### config.mk
export PLATFORM = sky130hd
export DESIGN_NAME = vec_top
export DESIGN_NICKNAME = d
export VERILOG_FILES = /design/src/common/vec_pkg.sv /design/src/design/vec_dispatcher.sv /design/src/design/vec_reduce.sv /design/src/design/vec_sequencer.sv /design/src/design/vec_top.sv /design/src/lane/vec_lane.sv
export VERILOG_INCLUDE_DIRS = /design/src /design/src/common
export SDC_FILE = /design/constraint.sdc
export NUM_CORES = 2
export LEC_CHECK = 0
export BUFFER_PORTS_ARGS = -buffer_cell sky130_fd_sc_hd__buf_2
export CORE_MARGIN = 1.5
export CORE_UTILIZATION = 51
export CTS_BUF_LIST = sky130_fd_sc_hd__clkbuf_16
export CTS_CLUSTER_SIZE = 12
export DETAILED_ROUTE_END_ITERATION = 10
export PLACE_DENSITY = 0.69
export SLEW_MARGIN = 20
export SYNTH_ARGS = -nofsm -noshare
export SYNTH_HDL_FRONTEND = slang
export SYNTH_SLANG_ARGS = --single-unit
export TNS_END_PERCENT = 100
### constraint.sdc
create_clock -name clk_i -period 5.9 [get_ports clk_i]
set_clock_uncertainty 0.15 [all_clocks]
set_input_delay 0 -clock clk_i [delete_from_list [all_inputs] [get_ports clk_i]]
set_output_delay 0 -clock clk_i [all_outputs]
set_load 0.01 [all_outputs]
### src/common/vec_defs.svh
/*
  Build-time sizes of the vector coprocessor
  VEC_VL must stay equal to lanes times slots
  Lane count must be even for the two-level reduction tree
  Slot count must be a power of two so the slot counter wraps cleanly
*/
`ifndef VEC_DEFS_SVH
`define VEC_DEFS_SVH

////////////////////////////////////////
// Datapath sizes
////////////////////////////////////////

// Parallel lanes
`define VEC_NR_LANES 4

// Element width in bits
`define VEC_ELEM_W 16

////////////////////////////////////////
// Register file shape
////////////////////////////////////////

// Architectural vector registers
`define VEC_NR_VREGS 8

// Elements of one register held by each lane
`define VEC_SLOTS 4

// Elements per vector register
`define VEC_VL (`VEC_NR_LANES * `VEC_SLOTS)

`endif

### src/common/vec_pkg.sv
/*
  Types shared by the vector coprocessor blocks
  Opcode values not listed in vec_op_e are illegal
  Both instruction forms keep the opcode in the top four bits
*/
`default_nettype none
`include "vec_defs.svh"

package vec_pkg;

  typedef logic [`VEC_ELEM_W-1:0]              elem_t;
  typedef logic [$clog2(`VEC_NR_VREGS)-1:0]    vreg_idx_t;
  typedef logic [$clog2(`VEC_SLOTS)-1:0]       slot_t;
  // One extra bit so out-of-range indices can be seen
  typedef logic [$clog2(`VEC_VL):0]            elem_idx_t;

  typedef enum logic [3:0] {
    VSPLAT  = 4'd0,
    VID     = 4'd1,
    VADD    = 4'd2,
    VAND    = 4'd3,
    VREDSUM = 4'd4,
    VREDMAX = 4'd5,
    VEXT    = 4'd6
  } vec_op_e;

  ////////////////////////////////////////
  // Instruction word
  ////////////////////////////////////////

  // Register form
  typedef struct packed {
    vec_op_e   op;
    vreg_idx_t vd;
    vreg_idx_t vs1;
    vreg_idx_t vs2;
    logic [2:0] pad;
  } insn_vv_t;

  // Index form, used by VEXT
  typedef struct packed {
    vec_op_e    op;
    vreg_idx_t  vs2;
    elem_idx_t  idx;
    logic [3:0] pad;
  } insn_idx_t;

  typedef union packed {
    insn_vv_t  vv;
    insn_idx_t idx;
  } insn_u;

  ////////////////////////////////////////
  // Core port
  ////////////////////////////////////////

  typedef struct packed {
    logic  valid;
    insn_u insn;
    elem_t scalar;
  } acc_req_t;

  typedef struct packed {
    logic  valid;
    logic  error;
    elem_t data;
  } acc_resp_t;

  ////////////////////////////////////////
  // Internal traffic
  ////////////////////////////////////////

  typedef struct packed {
    logic      valid;
    vec_op_e   op;
    vreg_idx_t vd;
    vreg_idx_t vs1;
    vreg_idx_t vs2;
    elem_t     scalar;
    elem_idx_t elem_idx;
  } seq_req_t;

  typedef struct packed {
    logic      valid;
    vec_op_e   op;
    vreg_idx_t vd;
    vreg_idx_t vs1;
    vreg_idx_t vs2;
    elem_t     scalar;
    elem_idx_t elem_idx;
    slot_t     slot;
    logic      last;
  } lane_cmd_t;

  typedef struct packed {
    logic  valid;
    elem_t value;
  } lane_part_t;

  typedef struct packed {
    logic  valid;
    elem_t data;
  } red_resp_t;

endpackage

`default_nettype wire

### src/design/vec_dispatcher.sv
/*
  Front end towards the scalar core
  One instruction in flight; strobes seen while busy are answered with an error
  Completion is reported VEC_SLOTS + 4 cycles after acceptance
  An error that meets a completion on the same edge is sent one cycle later
*/
`timescale 1ns/1ps
`default_nettype none
`include "vec_defs.svh"

module vec_dispatcher import vec_pkg::*; (
  input  logic      clk_i,
  input  logic      rst_n_i,
  input  acc_req_t  acc_req_i,
  output acc_resp_t acc_resp_o,
  output logic      busy_o,
  output seq_req_t  seq_req_o,
  input  logic      seq_done_i,
  input  red_resp_t red_resp_i
);

  seq_req_t  dec;
  logic      legal;
  logic      is_data;
  logic      accept;
  logic      reject;

  seq_req_t  seq_pay_q;
  logic      seq_valid_q;
  logic      busy_q;
  logic      data_op_q;
  logic      done_q;
  logic      err_pend_q;
  acc_resp_t resp_q;

  ////////////////////////////////////////
  // Decode
  ////////////////////////////////////////

  always_comb begin
    dec          = '0;
    dec.op       = acc_req_i.insn.vv.op;
    dec.vd       = acc_req_i.insn.vv.vd;
    dec.vs1      = acc_req_i.insn.vv.vs1;
    dec.vs2      = acc_req_i.insn.vv.vs2;
    dec.scalar   = acc_req_i.scalar;
    legal        = 1'b1;
    is_data      = 1'b0;
    case (acc_req_i.insn.vv.op)
      VSPLAT, VID, VADD, VAND: legal = 1'b1;
      VREDSUM, VREDMAX:        is_data = 1'b1;
      VEXT: begin
        // Index form carries vs2 and the element number
        dec.vs2      = acc_req_i.insn.idx.vs2;
        dec.elem_idx = acc_req_i.insn.idx.idx;
        legal        = acc_req_i.insn.idx.idx < elem_idx_t'(`VEC_VL);
        is_data      = 1'b1;
      end
      default: legal = 1'b0;
    endcase
    dec.valid = 1'b1;
  end

  assign accept = acc_req_i.valid && !busy_q && legal;
  assign reject = acc_req_i.valid && !accept;

  ////////////////////////////////////////
  // Request to the sequencer
  ////////////////////////////////////////

  always_ff @(posedge clk_i) begin
    if (accept) begin
      seq_pay_q <= dec;
    end
  end

  always_comb begin
    seq_req_o       = seq_pay_q;
    seq_req_o.valid = seq_valid_q;
  end

  ////////////////////////////////////////
  // Busy tracking and response
  ////////////////////////////////////////

  always_ff @(posedge clk_i or negedge rst_n_i) begin
    if (!rst_n_i) begin
      seq_valid_q <= 1'b0;
      busy_q      <= 1'b0;
      data_op_q   <= 1'b0;
      done_q      <= 1'b0;
      err_pend_q  <= 1'b0;
      resp_q      <= '0;
    end else begin
      seq_valid_q <= accept;
      // Delay done so the reduction result lines up with it
      done_q      <= seq_done_i;
      if (accept) begin
        busy_q    <= 1'b1;
        data_op_q <= is_data;
      end else if (done_q) begin
        busy_q    <= 1'b0;
      end

      resp_q <= '0;
      if (done_q) begin
        resp_q.valid <= 1'b1;
        resp_q.data  <= (data_op_q && red_resp_i.valid) ? red_resp_i.data : '0;
        err_pend_q   <= reject;
      end else if (reject || err_pend_q) begin
        resp_q.valid <= 1'b1;
        resp_q.error <= 1'b1;
        err_pend_q   <= reject && err_pend_q;
      end
    end
  end

  assign acc_resp_o = resp_q;
  assign busy_o     = busy_q;

endmodule

`default_nettype wire

### src/design/vec_reduce.sv
/*
  Cross-lane combine of the lane partials
  Two-level tree; assumes an even number of lanes
  Sum mode also serves VEXT, since idle lanes give zero
  Result is registered one cycle after the lane strobes
*/
`timescale 1ns/1ps
`default_nettype none
`include "vec_defs.svh"

module vec_reduce import vec_pkg::*; (
  input  logic                           clk_i,
  input  logic                           rst_n_i,
  input  lane_part_t [`VEC_NR_LANES-1:0] lane_part_i,
  input  logic                           red_max_i,
  output red_resp_t                      red_resp_o
);

  localparam int unsigned NrPairs = `VEC_NR_LANES / 2;

  elem_t                    lvl1 [NrPairs];
  elem_t                    lvl2;
  logic [`VEC_NR_LANES-1:0] lane_valid;
  logic                     valid_q;
  elem_t                    data_q;

  function automatic elem_t combine(elem_t a, elem_t b, logic take_max);
    elem_t res;
    if (take_max) begin
      res = (a > b) ? a : b;
    end else begin
      res = a + b;
    end
    return res;
  endfunction

  ////////////////////////////////////////
  // Combine tree
  ////////////////////////////////////////

  always_comb begin
    for (int i = 0; i < NrPairs; i++) begin
      lvl1[i] = combine(lane_part_i[2*i].value, lane_part_i[2*i+1].value, red_max_i);
    end
    lvl2 = lvl1[0];
    for (int i = 1; i < NrPairs; i++) begin
      lvl2 = combine(lvl2, lvl1[i], red_max_i);
    end
    for (int i = 0; i < `VEC_NR_LANES; i++) begin
      lane_valid[i] = lane_part_i[i].valid;
    end
  end

  // Lanes strobe together
  always_ff @(posedge clk_i or negedge rst_n_i) begin
    if (!rst_n_i) begin
      valid_q <= 1'b0;
    end else begin
      valid_q <= &lane_valid;
    end
  end

  always_ff @(posedge clk_i) begin
    if (&lane_valid) begin
      data_q <= lvl2;
    end
  end

  assign red_resp_o.valid = valid_q;
  assign red_resp_o.data  = data_q;

endmodule

`default_nettype wire

### src/design/vec_sequencer.sv
/*
  Walks the element slots of the accepted instruction
  One lane command per cycle, broadcast to every lane
  Done pulses one cycle after the last command
  A new request is only expected once the previous one has completed
*/
`timescale 1ns/1ps
`default_nettype none
`include "vec_defs.svh"

module vec_sequencer import vec_pkg::*; (
  input  logic      clk_i,
  input  logic      rst_n_i,
  input  seq_req_t  seq_req_i,
  output lane_cmd_t lane_cmd_o,
  output logic      seq_done_o,
  output logic      red_max_o
);

  seq_req_t req_q;
  logic     active_q;
  logic     done_q;
  slot_t    slot_q;
  logic     last;

  assign last = slot_q == slot_t'(`VEC_SLOTS - 1);

  // Latched instruction fields
  always_ff @(posedge clk_i) begin
    if (seq_req_i.valid) begin
      req_q <= seq_req_i;
    end
  end

  ////////////////////////////////////////
  // Slot counter
  ////////////////////////////////////////

  always_ff @(posedge clk_i or negedge rst_n_i) begin
    if (!rst_n_i) begin
      active_q <= 1'b0;
      slot_q   <= '0;
      done_q   <= 1'b0;
    end else begin
      done_q <= active_q && last;
      if (seq_req_i.valid) begin
        active_q <= 1'b1;
        slot_q   <= '0;
      end else if (active_q) begin
        if (last) begin
          active_q <= 1'b0;
          slot_q   <= '0;
        end else begin
          slot_q <= slot_q + 1'b1;
        end
      end
    end
  end

  ////////////////////////////////////////
  // Lane command
  ////////////////////////////////////////

  always_comb begin
    lane_cmd_o.valid    = active_q;
    lane_cmd_o.op       = req_q.op;
    lane_cmd_o.vd       = req_q.vd;
    lane_cmd_o.vs1      = req_q.vs1;
    lane_cmd_o.vs2      = req_q.vs2;
    lane_cmd_o.scalar   = req_q.scalar;
    lane_cmd_o.elem_idx = req_q.elem_idx;
    lane_cmd_o.slot     = slot_q;
    lane_cmd_o.last     = active_q && last;
  end

  assign seq_done_o = done_q;

  // Tells the reduction tree which combine to use
  assign red_max_o = req_q.op == VREDMAX;

endmodule

`default_nettype wire

### src/design/vec_top.sv
/*
  Vector coprocessor top level
  The core sends single-cycle strobes and gets one response per strobe
  No back-pressure; watch busy_o before sending
*/
`timescale 1ns/1ps
`default_nettype none
`include "vec_defs.svh"

module vec_top import vec_pkg::*; (
  input  logic      clk_i,
  input  logic      rst_n_i,
  input  acc_req_t  acc_req_i,
  output acc_resp_t acc_resp_o,
  output logic      busy_o
);

  seq_req_t                         seq_req;
  logic                             seq_done;
  logic                             red_max;
  lane_cmd_t                        lane_cmd;
  lane_part_t [`VEC_NR_LANES-1:0]   lane_part;
  red_resp_t                        red_resp;

  vec_dispatcher i_dispatcher (
    .clk_i      (clk_i     ),
    .rst_n_i    (rst_n_i   ),
    .acc_req_i  (acc_req_i ),
    .acc_resp_o (acc_resp_o),
    .busy_o     (busy_o    ),
    .seq_req_o  (seq_req   ),
    .seq_done_i (seq_done  ),
    .red_resp_i (red_resp  )
  );

  vec_sequencer i_sequencer (
    .clk_i      (clk_i   ),
    .rst_n_i    (rst_n_i ),
    .seq_req_i  (seq_req ),
    .lane_cmd_o (lane_cmd),
    .seq_done_o (seq_done),
    .red_max_o  (red_max )
  );

  // Same command to every lane
  for (genvar lane = 0; lane < `VEC_NR_LANES; lane++) begin : gen_lanes
    vec_lane #(
      .LaneId(lane)
    ) i_lane (
      .clk_i       (clk_i          ),
      .rst_n_i     (rst_n_i        ),
      .lane_cmd_i  (lane_cmd       ),
      .lane_part_o (lane_part[lane])
    );
  end

  vec_reduce i_reduce (
    .clk_i       (clk_i    ),
    .rst_n_i     (rst_n_i  ),
    .lane_part_i (lane_part),
    .red_max_i   (red_max  ),
    .red_resp_o  (red_resp )
  );

endmodule

`default_nettype wire

### src/lane/vec_lane.sv
/*
  One lane: a slice of every vector register plus its element ALU
  Element i of a register lives in lane i mod lanes, slot i div lanes
  Register contents are undefined until written
  The partial result is valid for one cycle after the last command
*/
`timescale 1ns/1ps
`default_nettype none
`include "vec_defs.svh"

module vec_lane import vec_pkg::*; #(
  parameter int unsigned LaneId = 0
) (
  input  logic       clk_i,
  input  logic       rst_n_i,
  input  lane_cmd_t  lane_cmd_i,
  output lane_part_t lane_part_o
);

  elem_t vrf_q [`VEC_NR_VREGS][`VEC_SLOTS];

  elem_t rs1;
  elem_t rs2;
  elem_t elem_num;
  elem_t wdata;
  elem_t contrib;
  elem_t acc_d;
  elem_t acc_q;
  logic  wr_en;
  logic  red_en;
  logic  part_valid_q;

  ////////////////////////////////////////
  // Operand read
  ////////////////////////////////////////

  assign rs1 = vrf_q[lane_cmd_i.vs1][lane_cmd_i.slot];
  assign rs2 = vrf_q[lane_cmd_i.vs2][lane_cmd_i.slot];

  // Global element number handled in this slot
  assign elem_num = elem_t'(lane_cmd_i.slot) * elem_t'(`VEC_NR_LANES) + elem_t'(LaneId);

  ////////////////////////////////////////
  // Element arithmetic
  ////////////////////////////////////////

  always_comb begin
    wr_en = 1'b1;
    wdata = '0;
    case (lane_cmd_i.op)
      VSPLAT:  wdata = lane_cmd_i.scalar;
      VID:     wdata = elem_num;
      VADD:    wdata = rs1 + rs2;
      VAND:    wdata = rs1 & rs2;
      default: wr_en = 1'b0;
    endcase
  end

  always_ff @(posedge clk_i) begin
    if (lane_cmd_i.valid && wr_en) begin
      vrf_q[lane_cmd_i.vd][lane_cmd_i.slot] <= wdata;
    end
  end

  ////////////////////////////////////////
  // Partial reduction
  ////////////////////////////////////////

  always_comb begin
    red_en  = 1'b0;
    contrib = rs2;
    case (lane_cmd_i.op)
      VREDSUM, VREDMAX: red_en = 1'b1;
      VEXT: begin
        // Only the lane holding the element contributes
        red_en  = 1'b1;
        contrib = (elem_num == elem_t'(lane_cmd_i.elem_idx)) ? rs2 : '0;
      end
      default: red_en = 1'b0;
    endcase

    if (lane_cmd_i.slot == '0) begin
      acc_d = contrib;
    end else if (lane_cmd_i.op == VREDMAX) begin
      acc_d = (contrib > acc_q) ? contrib : acc_q;
    end else begin
      acc_d = acc_q + contrib;
    end
  end

  always_ff @(posedge clk_i) begin
    if (lane_cmd_i.valid && red_en) begin
      acc_q <= acc_d;
    end
  end

  always_ff @(posedge clk_i or negedge rst_n_i) begin
    if (!rst_n_i) begin
      part_valid_q <= 1'b0;
    end else begin
      part_valid_q <= lane_cmd_i.valid && lane_cmd_i.last && red_en;
    end
  end

  assign lane_part_o.valid = part_valid_q;
  assign lane_part_o.value = acc_q;

endmodule

`default_nettype wire

==> out/metrics.csv <==
stage,metric,value,unit
cells_and_area,number of non-filler instances in the completed layout,9682,
cells_and_area,FF+latch area,66800,um2
synthesis,"Cell Area, Synth",112000,um2
cells_and_area,area of the multi-input gates,44000,um2
sta,top achievable clock speed,175,MHz
floorplan,FP Rows,172,
synthesis,warning count from the yosys run,0,
synthesis,post-synthesis sequential area ratio,0.594,
clock_tree,clock transition time at the flip-flop clock pins of the worst setup and hold paths,0.06,ns
cells_and_area,final core area utilization,0.580,
place,global placement routability congestion,0.943,
global_routing,global-route wire length before repair,486,mm
cells_and_area,total non-filler cell area in the finished layout,127000,um2
place,Placed Area,119000,um2
cells_and_area,count of filler cells inserted in the layout,15900,
routing,total wire length,340,mm
sta,normalized max-slew margin,0.208,
routing,number of design-rule violations left by the first detailed-router iteration,10100,
global_routing,gr ovfl total,0,
global_routing,antenna violations before repair,15,
clock_tree,count of buffers added by post-CTS timing repair for setup,0,
routing,number of vias in the routed layout,67200,
place,I/O Buffers,50,
sta,number of hold violations in the final report,0,
synthesis,"Avg Cell Area, Syn",17.8,um2
critical_path,arrival time reported for the critical path endpoint,6.28,ns
place,half-perimeter wire length after placement,205,mm
sta,final worst hold slack,0.101,ns
cells_and_area,net count of the finished layout,7006,
power_and_ir_drop,pwr/cell area,413,nW/um2
sta,final period utilization,0.967,
critical_path,kind of launch point of the worst setup path,flip-flop,
critical_path,nature of the critical path endpoint,flip-flop,
synthesis,asr flop ratio synth,0.0130,
routing,average vias per placed instance,6.95,
sta,setup repair after global routing missed its margin,no,
floorplan,Core Box Area,219000,um2
hold_path,classification of the worst-slack hold path,in2reg,
floorplan,DIE WIDTH,472,um
floorplan,IO Pins,54,
cells_and_area,post-synthesis to final-layout area growth,13.2,%
clock_tree,Sinks on Clock Net,2231,
place,# placed instances,9225,
clock_tree,CTS H-tree depth,4,
run_status,outcome,"finished, violations left",
routing,number of routed nets with antenna violations,0,
synthesis,leading area contributor after synthesis,edfxtp_1,
global_routing,maximum number of pins on one net before global-route repair,65,
sta,measured slew at the worst slew-check pin,1.18,ns
sta,accumulated negative setup slack,0,ns
synthesis,top post-synthesis cells by area,"edfxtp_1 59%, mux4_2 25%, ha_1 3.4%",
synthesis,Synth Register Bits,2231,
synthesis,Mapped Nets,6661,
routing,post-DR wirelength/cell,35.1,um
clock_tree,CTS tree,built,
routing,number of design rule violations left after detail routing,2,
global_routing,total global routing track utilization,0.306,
floorplan,y dimension of the die,472,um
global_routing,vias in the first global route,67200,
synthesis,Post-synth EDFFs,2196,
sta,final setup vio count,0,
power_and_ir_drop,static leakage power,43.1,nW
critical_path,CP required,6.47,ns
synthesis,top_reg_cell synth,edfxtp_1,
sta,number of pins exceeding their max-slew limit in the final report,0,
synthesis,Synth top area share,0.587,
critical_path,"critical path fanouts, max",43,
clock_tree,CTS root buf,clkbuf_16,
clock_tree,number of buffers created by CTS,230,
floorplan,initial core utilization,0.513,
synthesis,post-synthesis cell count,6306,
routing,length of the first detailed-routing pass in iterations,8,
synthesis,"Distinct cells, synth",76,
run,number of violations of the max-capacitance limit,0,
run_status,violations in the final reports,DRC,
floorplan,area enclosed by the die boundary,223000,um2
sta,final period demand of the worst path,5.71,ns
cells_and_area,fraction of layout instances using a drive strength above 1,0.314,
critical_path,type of the setup path with the least slack,reg2reg,
clock_tree,worst-skew pair later-pin latency,0.92,ns
clock_tree,maximum buffer depth of the clock tree,3,
power_and_ir_drop,Peak supply drop,367,uV
-- where the power goes --
part           leakage [nW]  internal, mW  switching, mW
Clock                  3.61          7.63           6.14
Sequential             20.7          18.6          0.351
Combinational          18.8          8.01           11.7
-- cell usage after synthesis (7+ instances only) --
cell          n
o21bai_1     36
a21oi_1     266
nor2b_1      42
o221ai_1     14
or3_1        10
xnor2_1      91
clkbuf_1    183
mux4_2     1260
mux2i_1      51
a21o_1       36
o21ai_1      55
edfxtp_1   2196
nor2_1      252
a211oi_1     27
nand4_1      22
buf_2        89
a2111oi_0     9
xor2_1       50
o31ai_1      11
and2_1       68
buf_4        15
nand2b_1     36
or2_1         7
nand3_1      30
o21a_1       22
o21ai_0     103
a221oi_1     22
o22ai_1       9
nor4_1       11
fa_1         11
inv_1       165
nor3_1       46
mux2_2       30
ha_1        309
and3_1        7
nand2_1     488
a31oi_1      13
dfrtp_1      29
buf_1        87
-- layer usage --
metal	wire, um	track usage	vias to the layer above
li1	-	-	26800
met4	17500	0.134	16
met3	40500	0.0717	802
met1	127000	0.427	35200
met5	138	0.00173	-
met2	155000	0.464	4455
-- stage by stage --
stage / setup WS [ns] / total power [mW]
2_1_floorplan: 0.00330 / 31.9
3_3_place_gp: -0.317 / 38.2
3_5_place_dp: -0.254 / 38.4
4_1_cts: 0.206 / 52.2
5_1_grt: 0.00272 / 54.6
6_report: 0.193 / 52.5
-- critical path, stage by stage, from the launching register on --
cell and delay (ns):
dfxtp_4 0.73, buf_12 0.35, mux4_2 0.35, mux4_2 0.47
a21oi_1 0.17, inv_1 0.10, ha_1 0.24, fa_1 0.62
a21o_1 0.25, a21oi_1 0.26, o21bai_1 0.10, a21oi_1 0.26
xnor2_1 0.18, a21oi_1 0.09, nor2_1 0.11, a21oi_1 0.05
nor2_1 0.62, buf_4 0.35
-- cell usage in the layout (no fill, tap or decap), types with 12 or more instances in the layout --
| cell type | synthesis | layout |
|---|---|---|
| a211oi_1 | 27 | 26 |
| a21o_1 | 36 | 36 |
| a21oi_1 | 266 | 263 |
| a221oi_1 | 22 | 15 |
| a31oi_1 | 13 | 12 |
| and2_1 | 68 | 68 |
| buf_12 | 0 | 111 |
| buf_2 | 89 | 50 |
| buf_4 | 15 | 268 |
| bufinv_16 | 0 | 13 |
| clkbuf_16 | 0 | 232 |
| clkinv_1 | 0 | 38 |
| clkinv_2 | 0 | 26 |
| dfrtp_1 | 29 | 26 |
| dlygate4sd3_1 | 0 | 63 |
| edfxtp_1 | 2196 | 2196 |
| ha_1 | 309 | 309 |
| inv_1 | 165 | 212 |
| mux2_2 | 30 | 30 |
| mux2i_1 | 51 | 50 |
| mux4_2 | 1260 | 1260 |
| nand2_1 | 488 | 487 |
| nand2b_1 | 36 | 35 |
| nand3_1 | 30 | 29 |
| nand4_1 | 22 | 22 |
| nor2_1 | 252 | 215 |
| nor2_4 | 0 | 37 |
| nor2b_1 | 42 | 42 |
| nor3_1 | 46 | 44 |
| o21a_1 | 22 | 22 |
| o21ai_0 | 103 | 75 |
| o21ai_1 | 55 | 59 |
| o21ai_4 | 1 | 14 |
| o21bai_1 | 36 | 36 |
| xnor2_1 | 91 | 91 |
| xor2_1 | 50 | 50 |
-- repair_timing --
item,CTS,global route
pin swaps,0,0
gates resized for setup,2,3
endpoints found under the setup margin,64,2
hold buffers,64,0
endpoints found under the hold margin,103,0
-- state kept, by name, summed over array words and instances (netlist names), 2 cells and up, named ones only --
name and flops:
i_dispatcher.seq_req_o 34, i_sequencer.slot_q 2, i_reduce.data_q 16, i_sequencer.lane_cmd_o 34, i_dispatcher.acc_resp_o 18, gen_lanes.i_lane.vrf_q 2048, gen_lanes.i_lane.acc_q 64
-- cells by family after synthesis --
group	count (synthesis)	share of synthesized area
AO/OA/AOI/OAI	679	0.0369
XOR/XNOR	141	0.0110
adder cells (fa/ha/maj)	320	0.0364
buffers and inverters	549	0.0202
flip-flops	2231	0.594
multiplexers	1343	0.260
AND/OR/NAND/NOR	1043	0.0410
-- path summary, 6_finish.rpt --
kind,start,to,cells after the start,slack (ns)
setup reg to reg,flip-flop,gen_lanes[2].i_lane.vrf_q[5][38]$_DFFE_PP_,17,0.19
hold / removal,acc_req_i[28],i_dispatcher.seq_req_o[1]$_SDFFCE_PN0P_,4,0.10
min in group asynchronous,rst_n_i,i_dispatcher.acc_resp_o[11]$_DFF_PN0_,5,0.52
hold reg to reg,i_sequencer.seq_done_o$_DFF_PN0_,i_dispatcher.done_q$_DFF_PN0_,0,0.22
max in group asynchronous,rst_n_i,i_sequencer.slot_q[1]$_DFFE_PN0P_,5,4.90
setup / recovery,flip-flop,gen_lanes[2].i_lane.vrf_q[5][38]$_DFFE_PP_,17,0.19
-- cell type report --
type / count / share of cell area
Sequential cell: 2231 / 0.525
Multi-Input combinational cell: 3526 / 0.346
Clock buffer: 232 / 0.0456
Timing Repair Buffer: 493 / 0.0403
Tap cell: 2871 / 0.0282
Clock inverter: 153 / 0.00925
Inverter: 169 / 0.00502
Antenna cell: 7 / 0.000138
Power figures use the tool's default switching activity.
